--- src/common/smg_pkg.sv ---
package smg_pkg;

    ////////////////////////////////////////////////////////////
    // Display geometry
    ////////////////////////////////////////////////////////////

    // Six digits, bit/index 5 is the leftmost
    localparam int NUM_DIGITS = 6;
    localparam int IDX_W      = $clog2(NUM_DIGITS);

    // Binary input and its display limit
    localparam int          VALUE_W   = 20;
    localparam int unsigned VALUE_MAX = 999999;

    // One BCD column
    localparam int BCD_W = 4;

    // Converter step counter, counts 0 .. VALUE_W-1
    localparam int STEP_W = $clog2(VALUE_W);

    // 1 ms per digit at 50 MHz
    localparam int DIGIT_CYCLES_DEF = 50000;

    ////////////////////////////////////////////////////////////
    // Shared types
    ////////////////////////////////////////////////////////////

    // Active-low digit select, bit 5 leftmost
    typedef logic [NUM_DIGITS-1:0] scan_t;

    // Active-low segments, [6:0] = g..a, [7] = decimal point
    typedef logic [7:0] seg_t;

    // Six BCD digits, index 5 leftmost
    typedef logic [NUM_DIGITS-1:0][BCD_W-1:0] bcd_digits_t;

    // Active digit position, 0 = leftmost
    typedef logic [IDX_W-1:0] digit_idx_t;

    // Idle levels for the outputs
    localparam scan_t SCAN_OFF = '1;
    localparam seg_t  SEG_OFF  = '1;

endpackage

--- src/bin_to_bcd.sv ---
module bin_to_bcd
    import smg_pkg::*;
(
    input  logic               clk,
    input  logic               rst_n,
    input  logic               load,
    input  logic [VALUE_W-1:0] value,
    output logic               busy,
    output bcd_digits_t        digits,
    output logic               digits_valid
);

    logic [VALUE_W-1:0] shift_q;
    logic [VALUE_W-1:0] shift_step;
    logic [VALUE_W-1:0] clamped;
    bcd_digits_t        acc_q;
    bcd_digits_t        acc_adj;
    bcd_digits_t        acc_step;
    logic [STEP_W-1:0]  step;
    logic               last_step;

    // Correct every column of 5 or more before the shift
    function automatic bcd_digits_t add3(input bcd_digits_t d);
        bcd_digits_t r;
        r = d;
        for (int i = 0; i < NUM_DIGITS; i++) begin
            if (d[i] >= BCD_W'(5))
                r[i] = d[i] + BCD_W'(3);
        end
        return r;
    endfunction

    assign clamped   = (value > VALUE_MAX) ? VALUE_W'(VALUE_MAX) : value;
    assign acc_adj   = add3(acc_q);
    assign {acc_step, shift_step} = {acc_adj, shift_q} << 1;
    assign last_step = (step == STEP_W'(VALUE_W - 1));

    ////////////////////////////////////////////////////////////
    // Control, one step per cycle while busy
    ////////////////////////////////////////////////////////////

    always_ff @(posedge clk or negedge rst_n) begin
        if (!rst_n) begin
            busy         <= 1'b0;
            step         <= '0;
            digits_valid <= 1'b0;
        end else begin
            digits_valid <= 1'b0;
            if (!busy) begin
                // Loads while busy never reach here
                if (load) begin
                    busy <= 1'b1;
                    step <= '0;
                end
            end else if (last_step) begin
                busy         <= 1'b0;
                digits_valid <= 1'b1;
            end else begin
                step <= step + 1'b1;
            end
        end
    end

    // Datapath
    always_ff @(posedge clk) begin
        if (!busy && load) begin
            shift_q <= clamped;
            acc_q   <= '0;
        end else if (busy) begin
            shift_q <= shift_step;
            acc_q   <= acc_step;
        end
    end

    // Publish on the final step
    always_ff @(posedge clk) begin
        if (busy && last_step)
            digits <= acc_step;
    end

    // Result only ever lands as busy drops
    assert property (@(posedge clk) disable iff (!rst_n)
        digits_valid |-> !busy && $past(busy));

endmodule

--- src/smg/digit_scan.sv ---
module digit_scan
    import smg_pkg::*;
#(
    parameter int DIGIT_CYCLES = DIGIT_CYCLES_DEF
) (
    input  logic       clk,
    input  logic       rst_n,
    output scan_t      scan_pre,
    output digit_idx_t scan_idx,
    output logic       frame_start
);

    typedef logic [$clog2(DIGIT_CYCLES)-1:0] cnt_t;

    logic       run;
    cnt_t       cnt;
    logic       wrap;
    digit_idx_t idx_next;

    // Dwell counter only runs once the first digit is selected
    assign wrap = run && (cnt == cnt_t'(DIGIT_CYCLES - 1));

    // Left to right, then back to the leftmost digit
    always_comb begin
        idx_next = scan_idx;
        if (wrap) begin
            if (scan_idx == digit_idx_t'(NUM_DIGITS - 1))
                idx_next = '0;
            else
                idx_next = scan_idx + 1'b1;
        end
    end

    always_ff @(posedge clk or negedge rst_n) begin
        if (!rst_n) begin
            run         <= 1'b0;
            cnt         <= '0;
            scan_idx    <= '0;
            scan_pre    <= SCAN_OFF;
            frame_start <= 1'b0;
        end else begin
            run <= 1'b1;
            if (wrap)
                cnt <= '0;
            else if (run)
                cnt <= cnt + 1'b1;
            scan_idx    <= idx_next;
            // One select line low, index 0 drives bit 5
            scan_pre    <= ~(scan_t'(1) << (NUM_DIGITS - 1 - int'(idx_next)));
            frame_start <= !run || (wrap && scan_idx == digit_idx_t'(NUM_DIGITS - 1));
        end
    end

    assert property (@(posedge clk) disable iff (!rst_n)
        run |-> $onehot(~scan_pre));

    assert property (@(posedge clk) disable iff (!rst_n)
        scan_idx < NUM_DIGITS);

endmodule

--- src/smg/digit_select.sv ---
module digit_select
    import smg_pkg::*;
(
    input  logic                  clk,
    input  logic                  rst_n,
    input  bcd_digits_t           digits,
    input  logic                  digits_valid,
    input  logic                  frame_start,
    input  digit_idx_t            scan_idx,
    input  logic                  blank_en,
    input  logic [NUM_DIGITS-1:0] dp_mask,
    output logic [BCD_W-1:0]      bcd,
    output logic                  blank,
    output logic                  dp
);

    bcd_digits_t           pending;
    bcd_digits_t           shown;
    bcd_digits_t           frame_digits;
    logic [NUM_DIGITS-1:0] lead_zero;
    logic                  zero_run;
    digit_idx_t            digit_pos;

    ////////////////////////////////////////////////////////////
    // Pending and shown copies
    ////////////////////////////////////////////////////////////

    always_ff @(posedge clk or negedge rst_n) begin
        if (!rst_n) begin
            pending <= '0;
            shown   <= '0;
        end else begin
            if (digits_valid)
                pending <= digits;
            // Swap only between frames
            if (frame_start)
                shown <= pending;
        end
    end

    // First cycle of a frame already uses the new copy
    assign frame_digits = frame_start ? pending : shown;

    ////////////////////////////////////////////////////////////
    // Active digit
    ////////////////////////////////////////////////////////////

    // lead_zero[p] set when positions 0..p are all zero
    always_comb begin
        lead_zero = '0;
        zero_run  = 1'b1;
        for (int p = 0; p < NUM_DIGITS; p++) begin
            zero_run     = zero_run && (frame_digits[NUM_DIGITS-1-p] == '0);
            lead_zero[p] = zero_run;
        end
    end

    // Scan position 0 maps to array index 5
    assign digit_pos = digit_idx_t'(NUM_DIGITS - 1) - scan_idx;

    assign bcd = frame_digits[digit_pos];

    // Rightmost digit always shows, so zero reads as 0
    assign blank = blank_en && lead_zero[scan_idx] &&
                   (scan_idx != digit_idx_t'(NUM_DIGITS - 1));

    assign dp = dp_mask[digit_pos];

endmodule

--- src/smg/seg_encode.sv ---
module seg_encode
    import smg_pkg::*;
(
    input  logic             clk,
    input  logic             rst_n,
    input  logic [BCD_W-1:0] bcd,
    input  logic             blank,
    input  logic             dp,
    input  scan_t            scan_pre,
    output seg_t             smg_data,
    output scan_t            scan_sig
);

    logic [6:0] seg7;

    ////////////////////////////////////////////////////////////
    // Decoder, active low, bit order g f e d c b a
    ////////////////////////////////////////////////////////////

    always_comb begin
        case (bcd)
            4'd0:    seg7 = 7'b100_0000;
            4'd1:    seg7 = 7'b111_1001;
            4'd2:    seg7 = 7'b010_0100;
            4'd3:    seg7 = 7'b011_0000;
            4'd4:    seg7 = 7'b001_1001;
            4'd5:    seg7 = 7'b001_0010;
            4'd6:    seg7 = 7'b000_0010;
            4'd7:    seg7 = 7'b111_1000;
            4'd8:    seg7 = 7'b000_0000;
            4'd9:    seg7 = 7'b001_0000;
            default: seg7 = 7'b111_1111;
        endcase
        if (blank)
            seg7 = 7'b111_1111;
    end

    // Segments and digit select leave together
    always_ff @(posedge clk or negedge rst_n) begin
        if (!rst_n) begin
            smg_data <= SEG_OFF;
            scan_sig <= SCAN_OFF;
        end else begin
            // Point stays independent of blanking
            smg_data <= {~dp, seg7};
            scan_sig <= scan_pre;
        end
    end

    // Converter and selector never hand over a non-decimal digit
    assert property (@(posedge clk) disable iff (!rst_n)
        !blank |-> bcd <= BCD_W'(9));

endmodule

--- src/smg_display.sv ---
module smg_display
    import smg_pkg::*;
#(
    parameter int DIGIT_CYCLES = DIGIT_CYCLES_DEF
) (
    input  logic                  clk,
    input  logic                  rst_n,
    input  logic                  load,
    input  logic [VALUE_W-1:0]    value,
    input  logic                  blank_en,
    input  logic [NUM_DIGITS-1:0] dp_mask,
    output logic                  busy,
    output scan_t                 scan_sig,
    output seg_t                  smg_data
);

    bcd_digits_t       digits;
    logic              digits_valid;
    scan_t             scan_pre;
    digit_idx_t        scan_idx;
    logic              frame_start;
    logic [BCD_W-1:0]  bcd;
    logic              blank;
    logic              dp;

    // Binary to BCD
    bin_to_bcd u_bin_to_bcd (
        .clk          (clk),
        .rst_n        (rst_n),
        .load         (load),
        .value        (value),
        .busy         (busy),
        .digits       (digits),
        .digits_valid (digits_valid)
    );

    // Digit timebase
    digit_scan #(
        .DIGIT_CYCLES (DIGIT_CYCLES)
    ) u_digit_scan (
        .clk          (clk),
        .rst_n        (rst_n),
        .scan_pre     (scan_pre),
        .scan_idx     (scan_idx),
        .frame_start  (frame_start)
    );

    digit_select u_digit_select (
        .clk          (clk),
        .rst_n        (rst_n),
        .digits       (digits),
        .digits_valid (digits_valid),
        .frame_start  (frame_start),
        .scan_idx     (scan_idx),
        .blank_en     (blank_en),
        .dp_mask      (dp_mask),
        .bcd          (bcd),
        .blank        (blank),
        .dp           (dp)
    );

    // Output stage
    seg_encode u_seg_encode (
        .clk          (clk),
        .rst_n        (rst_n),
        .bcd          (bcd),
        .blank        (blank),
        .dp           (dp),
        .scan_pre     (scan_pre),
        .smg_data     (smg_data),
        .scan_sig     (scan_sig)
    );

endmodule

--- config.mk ---
export PLATFORM = sky130hd
export DESIGN_NAME = smg_display
export DESIGN_NICKNAME = d
export VERILOG_FILES = /design/src/common/smg_pkg.sv /design/src/bin_to_bcd.sv /design/src/smg/digit_scan.sv /design/src/smg/digit_select.sv /design/src/smg/seg_encode.sv /design/src/smg_display.sv
export SDC_FILE = /design/constraint.sdc
export NUM_CORES = 1
export LEC_CHECK = 0
export BUFFER_PORTS_ARGS = -buffer_cell sky130_fd_sc_hd__buf_2
export CAP_MARGIN = 20
export CELL_PAD_IN_SITES_DETAIL_PLACEMENT = 1
export CELL_PAD_IN_SITES_GLOBAL_PLACEMENT = 2
export CORE_MARGIN = 2
export CORE_UTILIZATION = 38
export DETAILED_ROUTE_END_ITERATION = 7
export PLACE_DENSITY_LB_ADDON = 0.1
export SLEW_MARGIN = 5
export SYNTH_ARGS = -nofsm -noshare
export SYNTH_HDL_FRONTEND = slang
export SYNTH_HIERARCHICAL = 1
export SYNTH_SLANG_ARGS = --single-unit
--- constraint.sdc ---
create_clock -name clk -period 2.3 [get_ports clk]
set_input_delay 0.46 -clock clk [delete_from_list [all_inputs] [get_ports clk]]
set_output_delay 0.46 -clock clk [all_outputs]
set_load 0.1 [all_outputs]
==> results_tabular.tex, run 1 <==
\begin{tabular}{lr}
\hline
Metric & Value \\
\hline
\multicolumn{2}{l}{\textbf{Drt}} \\
\quad Detailed-route DRC error count & 0 \\
\quad DRT Pass-1 Iters & 4 \\
\quad Final routed wirelength across all metal layers & approximately 15000 µm \\
\quad Number of nets still failing antenna checks after routing & 0 \\
\quad Detail-routed net length per standard cell & 16.0 µm \\
\quad Detailed-route vias per instance & approximately 5.0 \\
\quad Via Count & approximately 4.8k \\
\quad Number of DRC markers after the initial detailed-route iteration & roughly 260 \\
\multicolumn{2}{l}{\textbf{Timing}} \\
\quad Final worst-path setup slack & 0.119 ns \\
\quad Final number of max-transition violations & 0 \\
\quad Post-layout minimum cycle time & roughly 2.2 ns \\
\quad Achievable frequency & around 460 MHz \\
\quad RSZ-0062 raised after global routing & false \\
\quad Headroom to the max-slew limit & 55.6\% \\
\quad Final total negative setup slack & 0 ns \\
\quad Crit share post-route & between 90\% and 100\% \\
\quad Transition time of the tightest slew-check pin & about 0.67 ns \\
\quad Max Clock Skew & 0.00656 ns \\
\quad Final Hold Violating Endpoints & 0 \\
\quad Count of endpoints failing setup in the final report & 0 \\
\multicolumn{2}{l}{\textbf{Final layout}} \\
\quad Antenna Diode Count & 0 \\
\quad Fraction of final layout cells sized beyond drive strength 1 & roughly 30\% \\
\quad Filler instances & 2084 \\
\quad Number of standard cells in the layout, taps in and fillers out & 965 \\
\quad Area delta synth->final & 17.2\% \\
\quad Post-route standard cell area excluding fillers & 0.00883 mm² \\
\quad Nets@finish & between 700 and 800 \\
\multicolumn{2}{l}{\textbf{Setup path}} \\
\quad Largest fanout on the critical path & 5 \\
\quad Endpoint type of the worst setup path & flop \\
\quad Required time of the critical path & around 2.6 ns \\
\quad Register-to-register path setup slack & approximately 0.12 ns \\
\quad Launching point of the worst reg2reg path & u\_digit\_scan/cnt[0]\$\_DFFE\_PN0P\_ \\
\quad WP data arrival & about 2.5 ns \\
\quad Kind of critical path & reg -> reg \\
\quad Critical Path Source Type & flop \\
\quad Worst setup path startpoint & u\_digit\_scan/cnt[0]\$\_DFFE\_PN0P\_ \\
\multicolumn{2}{l}{\textbf{Global route}} \\
\quad Global-route met2 utilization & a little over a quarter \\
\quad Met1 track demand over resource & slightly above 20\% \\
\quad Met3 GRT Util & under 10\% \\
\quad Antenna violations before repair & 0 \\
\quad GRT overflow & 0 \\
\quad Vias in the first global route & between 5k and 6k \\
\quad Layer with the highest usage after global routing & met2 \\
\quad Gr usage total & 16.0\% \\
\quad First-pass GRT wire length & between 20000 and 30000 µm \\
\quad Largest net degree at the start of global routing & 58 \\
\multicolumn{2}{l}{\textbf{Run}} \\
\quad Maximum Capacitance Violations & 0 \\
\multicolumn{2}{l}{\textbf{Synthesis}} \\
\quad Number of storage elements in the synthesis netlist & 164 \\
\quad Count of flip-flops with a built-in enable after synthesis & 44 \\
\quad Simple-gate share of the synthesized area & 12.7\% \\
\quad Biggest area contributors in the synthesized netlist & dfrtp\_1, edfxtp\_1, mux2\_2, dfstp\_2, dfxtp\_1 \\
\quad Largest family of logic cells by synthesized area & simple AND/OR/NAND/NOR gates \\
\quad Fraction of registers with async set or reset after synthesis & 58.5\% \\
\quad Synth Flop Type & dfrtp\_1 \\
\quad Total standard cell area after synthesis & 0.00753 mm² \\
\quad Yosys warnings & 6 \\
\quad Xor-xnor portion of the synthesized cell area & under 10\% \\
\quad Share of synthesized area spent on multiplexers & 11.5\% \\
\quad Post-synthesis sequential area ratio & around 56\% \\
\quad Cell type contributing the most total cell area after synthesis & dfrtp\_1 \\
\quad Adder-cell share of the synthesized area & roughly 3.5\% \\
\quad Syn\_nets & between 600 and 700 \\
\quad Area share of the leading cell type in the synthesized netlist & 25.2\% \\
\quad Compound-cell area share of the yosys netlist & around a tenth \\
\quad Mean instance size in the synthesized netlist & $\sim$12 µm² \\
\quad Number of distinct standard cells referenced by the synthesized netlist & between 60 and 70 \\
\quad Cells after Synth & around 620 \\
\multicolumn{2}{l}{\textbf{Place}} \\
\quad Number of buffer cells added on primary ports & between 40 and 50 \\
\quad DP HPWL & 11100 µm \\
\quad Placed Area & roughly 0.0082 mm² \\
\quad Worst slack after detailed placement & -0.171 ns \\
\quad Placer congestion estimate & between 0.8 and 0.9 \\
\quad Placed insts & $\sim$930 \\
\multicolumn{2}{l}{\textbf{Pwr}} \\
\quad Peak supply drop & 622 µV \\
\quad PnR Total Power & approximately 0.012 W \\
\quad Leakage component of the power & 3.76 nW \\
\quad Power per cell area & 1360 mW/mm² \\
\multicolumn{2}{l}{\textbf{Die}} \\
\quad Horiz. Die Dim & 145 µm \\
\quad Number of rows created at floorplan & approximately 50 \\
\quad Ports placed on the boundary & 45 \\
\quad Core footprint & just under 0.02 mm² \\
\quad Die Footprint & 0.0210 mm² \\
\quad Die outline height & between 100 and 150 µm \\
\quad Initial core utilization & 38.7\% \\
\multicolumn{2}{l}{\textbf{Clock network}} \\
\quad CTS Buf Count & 17 \\
\quad TritonCTS sink count & between 150 and 200 \\
\quad Clk buf depth & 2 \\
\quad CTS tree & yes \\
\quad Clock slew at reported path FFs & roughly 0.06 ns \\
\quad Level count of the clock H-tree & 4 \\
\quad Cell at the root of the clock tree & clkbuf\_16 \\
\quad Clock latency on the worst-skew pair & $\sim$0.42 ns \\
\multicolumn{2}{l}{\textbf{Hold path}} \\
\quad Kind of path behind the tightest hold check & in -> reg \\
\quad Start point of the worst min-delay path & value[18] \\
\multicolumn{2}{l}{\textbf{Outcome}} \\
\quad Run status & completed \\
\hline
\end{tabular}
sequential cells by signal (all words and copies together), names as in the netlist, 5 cells and up:
signal and count:
u_digit_select/shown 24, u_digit_scan/scan_pre 6, u_bin_to_bcd/shift_q 20, u_digit_select/pending 24, u_bin_to_bcd/acc_q 24, u_seg_encode/smg_data 8
u_digit_scan/cnt 16, u_bin_to_bcd/step 5, u_bin_to_bcd/digits 24, u_seg_encode/scan_sig 6
report_power, final:
group | leakage [nW] | internal [W] | total (W) | switching (W)
logic | 1.66 | 0.00186 | 0.00417 | 0.00232
registers | 1.81 | 0.00426 | 0.00495 | 0.000695
clock network | 0.293 | 0.00176 | 0.00292 | 0.00115
per-layer routing:
layer	vias to the layer above	share of wire (%)
met4	0	1.6
met2	62	49
met3	18	2.2
li1	2353	-
met1	2394	47
met5	-	0
worst paths after layout:
path | cells past startpoint | to
setup / recovery | 8 | u_digit_scan/scan_pre[2]$_DFF_PN1_
hold / removal | 3 | u_bin_to_bcd/shift_q[18]$_DFFE_PP_
setup reg to reg | 8 | u_digit_scan/scan_pre[2]$_DFF_PN1_
hold reg to reg | 0 | u_seg_encode/scan_sig[5]$_DFF_PN1_
max in group asynchronous | 3 | u_seg_encode/smg_data[3]$_DFF_PN1_
min in group asynchronous | 2 | u_digit_scan/cnt[13]$_DFFE_PN0P_
repair_timing:
item                       in CTS  in global routing
cloned                          0                  0
hold endpoints to repair       26                  0
hold buffers                    1                  0
setup endpoints to repair      11                 10
setup buffers                   0                  0
resized for setup               3                  7
metrics by stage:
stage / hold slack [ns] / utilization (%)
after floorplan: 0.164 / -
final: 0.311 / 45.4
after global routing: 0.317 / 45.4
after CTS: 0.295 / 45.3
after global placement: 0.347 / 42.0
after detailed placement: 0.347 / 42.0
layout by cell type, fill, tap and decap left out, types with 10 or more instances in the layout:
cell and count:
a21oi_1 18, xnor2_1 16, ha_1 21, nor4_1 10, dfstp_2 20, o21ai_0 26
dfxtp_1 24, nand2b_1 20, inv_1 23, mux2_2 56, nor3_1 16, buf_4 32
mux2i_1 20, nor2_1 32, edfxtp_1 44, a21o_1 12, buf_2 43, nand2_1 54
clkbuf_16 19, a22o_1 20, dfrtp_1 75
cell type report:
| type | instances | area, µm² | area share [%] |
|---|---|---|---|
| Clock buffer | 22 | 497 | 5.62 |
| Sequential cell | 164 | 4230 | 47.9 |
| Timing Repair Buffer | 78 | 505 | 5.72 |
| Clock inverter | 10 | 119 | 1.35 |
| Tap cell | 265 | 332 | 3.75 |
| Multi-Input combinational cell | 402 | 3060 | 34.6 |
| Inverter | 24 | 90.1 | 1.02 |
logic make-up (layout without fill, tap and decap cells):
logic type / Yosys count / after routing
other: 1 / 1
adders and majority gates: 21 / 21
AOI/OAI and AO/OA: 104 / 104
and+or+nand+nor: 178 / 178
DFF: 164 / 164
muxes: 78 / 78
xor gates and xnor gates: 20 / 20
buffers and inverters: 49 / 134
synthesized netlist by cell type (all sizes together), types with 2 or more instances:
| library cell | count |
|---|---|
| a22o | 20 |
| nand3 | 9 |
| and3 | 2 |
| a21o | 12 |
| a21oi | 18 |
| o32ai | 4 |
| a31oi | 2 |
| dfstp | 20 |
| o22ai | 3 |
| dfxtp | 24 |
| nor2b | 3 |
| ha | 21 |
| and4 | 6 |
| nand2b | 22 |
| nor3b | 2 |
| nor3 | 18 |
| inv | 24 |
| o21ai | 28 |
| mux2 | 57 |
| o31ai | 3 |
| nand3b | 2 |
| xnor2 | 16 |
| and4bb | 3 |
| clkbuf | 9 |
| or3 | 3 |
| xor2 | 4 |
| o22a | 6 |
| mux2i | 20 |
| dfrtp | 76 |
| nor4b | 2 |
| nor2 | 34 |
| edfxtp | 44 |
| nand4 | 3 |
| buf | 16 |
| nor4 | 10 |
| nand2 | 55 |
critical path, stage by stage (launching register included):
cell     delay, ns
dfrtp_1       0.39
ha_1          0.23
and4_1        0.24
and4_4        0.21
and3_1        0.17
mux2_2        0.28
ha_1          0.31
nor2b_4       0.18
nand3_1       0.10
(Power assumes the default switching activity.)
==> inputs of run 2 (changes only) <==
- ABC_AREA: default -> 1
- CORE_UTILIZATION: 38 -> 34
==> results_tabular.tex, run 2 <==
\begin{tabular}{lr}
\hline
Metric & Value \\
\hline
\multicolumn{2}{l}{\textbf{Die}} \\
\quad Die outline height & about 160 µm \\
\quad Ports placed on the boundary & 45 \\
\quad Initial core utilization & roughly a third \\
\quad Number of rows created at floorplan & 55 \\
\quad Horiz. Die Dim & roughly 160 µm \\
\quad Core footprint & 0.0227 mm² \\
\quad Die Footprint & 0.0245 mm² \\
\multicolumn{2}{l}{\textbf{Clock network}} \\
\quad Level count of the clock H-tree & 4 \\
\quad CTS tree & yes \\
\quad Clk buf depth & 2 \\
\quad CTS Buf Count & 17 \\
\quad Clock slew at reported path FFs & roughly 0.07 ns \\
\quad Clock latency on the worst-skew pair & around 0.42 ns \\
\quad Cell at the root of the clock tree & clkbuf\_16 \\
\quad TritonCTS sink count & between 150 and 200 \\
\multicolumn{2}{l}{\textbf{Synthesis}} \\
\quad Number of storage elements in the synthesis netlist & approximately 160 \\
\quad Total standard cell area after synthesis & approximately 0.0079 mm² \\
\quad Cell type contributing the most total cell area after synthesis & dfrtp\_1 \\
\quad Yosys warnings & 6 \\
\quad Cells after Synth & approximately 920 \\
\quad Most common cell in the synthesized netlist & nand2\_1 \\
\quad Area share of the leading cell type in the synthesized netlist & about a quarter \\
\quad Number of distinct standard cells referenced by the synthesized netlist & 45 \\
\quad Post-synthesis sequential area ratio & roughly 53\% \\
\quad Fraction of registers with async set or reset after synthesis & about three fifths \\
\quad Count of flip-flops with a built-in enable after synthesis & 44 \\
\quad Cell types with the highest counts after synthesis & nand2\_1, inv\_1, dfrtp\_1, o21ai\_0, nor2\_1 \\
\quad Biggest area contributors in the synthesized netlist & dfrtp\_1, edfxtp\_1, nand2\_1, dfstp\_2, dfxtp\_1 \\
\quad Syn\_nets & just under 1k \\
\quad Synth Flop Type & dfrtp\_1 \\
\quad Mean instance size in the synthesized netlist & $\sim$8.6 µm² \\
\multicolumn{2}{l}{\textbf{Setup path}} \\
\quad Launching point of the worst reg2reg path & u\_digit\_scan/cnt[10]\$\_DFFE\_PN0P\_ \\
\quad Crit path capture & u\_digit\_scan/scan\_pre[4]\$\_DFF\_PN1\_ \\
\quad End of the worst register-to-register path & u\_digit\_scan/scan\_pre[4]\$\_DFF\_PN1\_ \\
\quad Required time of the critical path & roughly 2.7 ns \\
\quad Worst setup path startpoint & u\_digit\_scan/cnt[10]\$\_DFFE\_PN0P\_ \\
\quad Cells on worst reg2reg path & 12 \\
\quad Critical Path Source Type & flop \\
\quad WP data arrival & 2.43 ns \\
\quad Register-to-register path setup slack & approximately 0.23 ns \\
\quad Endpoint type of the worst setup path & flop \\
\quad Kind of critical path & reg -> reg \\
\quad Largest fanout on the critical path & 6 \\
\multicolumn{2}{l}{\textbf{Drt}} \\
\quad Number of nets still failing antenna checks after routing & 0 \\
\quad Via Count & slightly below 6k \\
\quad Detail-routed net length per standard cell & about 14 µm \\
\quad Final routed wirelength across all metal layers & between 15000 and 20000 µm \\
\quad Number of DRC markers after the initial detailed-route iteration & roughly 200 \\
\quad Detailed-route DRC error count & 0 \\
\quad Detailed-route vias per instance & around 4.6 \\
\quad DRT Pass-1 Iters & 4 \\
\multicolumn{2}{l}{\textbf{Global route}} \\
\quad Gr usage total & between 10\% and 20\% \\
\quad Antenna violations before repair & 0 \\
\quad Largest net degree at the start of global routing & 40 \\
\quad GRT overflow & 0 \\
\quad Met3 GRT Util & $\sim$3.7\% \\
\quad Global-route met2 utilization & $\sim$23\% \\
\quad First-pass GRT wire length & $\sim$30000 µm \\
\quad Layer with the highest usage after global routing & met2 \\
\quad Vias in the first global route & 5898 \\
\quad Met1 track demand over resource & about 22\% \\
\multicolumn{2}{l}{\textbf{Timing}} \\
\quad Count of endpoints failing setup in the final report & 0 \\
\quad Final number of max-transition violations & 0 \\
\quad Final Hold Violating Endpoints & 0 \\
\quad RSZ-0062 raised after global routing & false \\
\quad Crit share post-route & 89.9\% \\
\quad Post-layout minimum cycle time & between 2 and 2.5 ns \\
\quad Headroom to the max-slew limit & around 63\% \\
\quad Final total negative setup slack & 0 ns \\
\quad Max Clock Skew & approximately 0.011 ns \\
\quad Achievable frequency & a little under 500 MHz \\
\quad Transition time of the tightest slew-check pin & approximately 0.55 ns \\
\multicolumn{2}{l}{\textbf{Final layout}} \\
\quad Post-route standard cell area excluding fillers & approximately 0.0091 mm² \\
\quad Number of standard cells in the layout, taps in and fillers out & between 1k and 1.5k \\
\quad Fraction of final layout cells sized beyond drive strength 1 & between 15 and 20\% \\
\quad Leading cell types in the layout, fill and taps excluded & nand2\_1, inv\_1, dfrtp\_1 \\
\quad Area delta synth->final & 15.6\% \\
\quad Most common cell after layout, fill and taps aside & nand2\_1 \\
\quad Nets@finish & a little over 1k \\
\quad Utilization after layout & between 40\% and 50\% \\
\quad Antenna Diode Count & 0 \\
\multicolumn{2}{l}{\textbf{Outcome}} \\
\quad Run status & completed \\
\multicolumn{2}{l}{\textbf{Place}} \\
\quad Number of buffer cells added on primary ports & between 40 and 50 \\
\quad Placer congestion estimate & around 0.73 \\
\quad DP HPWL & about 12000 µm \\
\quad Placed Area & 0.00853 mm² \\
\quad Placed insts & between 1k and 1.5k \\
\multicolumn{2}{l}{\textbf{Run}} \\
\quad Maximum Capacitance Violations & 0 \\
\multicolumn{2}{l}{\textbf{Pwr}} \\
\quad Leakage component of the power & 4.44 nW \\
\quad Peak supply drop & $\sim$650 µV \\
\quad PnR Total Power & around 0.011 W \\
\quad Power per cell area & roughly 1200 mW/mm² \\
\multicolumn{2}{l}{\textbf{Hold path}} \\
\quad Kind of path behind the tightest hold check & in -> reg \\
\hline
\end{tabular}
## run 2: layout make-up
cell class / count / area, µm²
inverter: 140 / 536
timing repair buffer: 62 / 438
clock inverter: 15 / 178
sequential: 164 / 4230
multi-input combinational: 591 / 2990
clock buffer: 17 / 425
tap: 285 / 357
fill: 2702 / 13600
## run 2: metrics by stage
| step | worst slack [ns] | hold slack (ns) |
|---|---|---|
| after floorplan | 0.0431 | 0.164 |
| after global placement | 0.268 | 0.346 |
| after detailed placement | 0.231 | 0.347 |
| after CTS | 0.190 | 0.300 |
| after global routing | 0.0108 | 0.297 |
| final | 0.232 | 0.319 |
## run 2: cell families (layout without fill, tap and decap cells)
logic type               count (synthesis)  count (layout)  share of synthesized area, %
AO/OA/AOI/OAI                          112             112                          7.48
other                                    1               1                        0.0474
AND/OR/NAND/NOR                        439             439                          24.6
buffers and inverters                  161             234                          8.83
multiplexers                             9               9                          1.28
XOR/XNOR                                 9               9                         0.996
flip-flops                             164             164                          53.5
adder cells (fa/ha/maj)                 21              21                          3.32
## run 2: how the worst min path moves through the flow
stage	startpoint	endpoint	slack, ns	cells past startpoint
floorplan	rst_n	u_bin_to_bcd/busy$_DFF_PN0_	0.16	0
global placement	u_digit_scan/scan_pre[0]$_DFF_PN1_	u_seg_encode/scan_sig[0]$_DFF_PN1_	0.35	0
detailed placement	u_digit_scan/scan_pre[4]$_DFF_PN1_	u_seg_encode/scan_sig[4]$_DFF_PN1_	0.35	0
CTS	value[16]	u_bin_to_bcd/shift_q[16]$_DFFE_PP_	0.30	3
global route	value[17]	u_bin_to_bcd/shift_q[17]$_DFFE_PP_	0.30	3
finish	value[16]	u_bin_to_bcd/shift_q[16]$_DFFE_PP_	0.32	3
## run 2: metal layers
layer  share of wire [%]  up-vias  wire length (µm)
met1                  54     2748              9370
li1                    -     2998                 -
met5                   0        -                 0
met3                 2.4       11               426
met2                  43       52              7480
met4                0.85        0               148
## run 2: timing repair
action,CTS,global route
gates resized for setup,0,1
hold endpoints to repair,12,0
buffers inserted,0,0
hold buffers,1,0
endpoints found under the setup margin,0,1
## run 2: report_power, final
group	total (W)	switching, W	internal (W)
sequential	0.00461	0.000500	0.00411
combinational	0.00361	0.00242	0.00118
clock	0.00292	0.00121	0.00171
## run 2: worst max-delay path, cell delays in order, from the launching register on
cell and delay [ns]:
dfrtp_1 0.45, nor2_2 0.17, nand2_1 0.08, nor2_2 0.17, nand3_4 0.11, clkinv_2 0.08
nand2_1 0.05, o21ai_0 0.06, inv_1 0.08, ha_1 0.28, or2_2 0.29, nor2_1 0.12
nand2_1 0.06
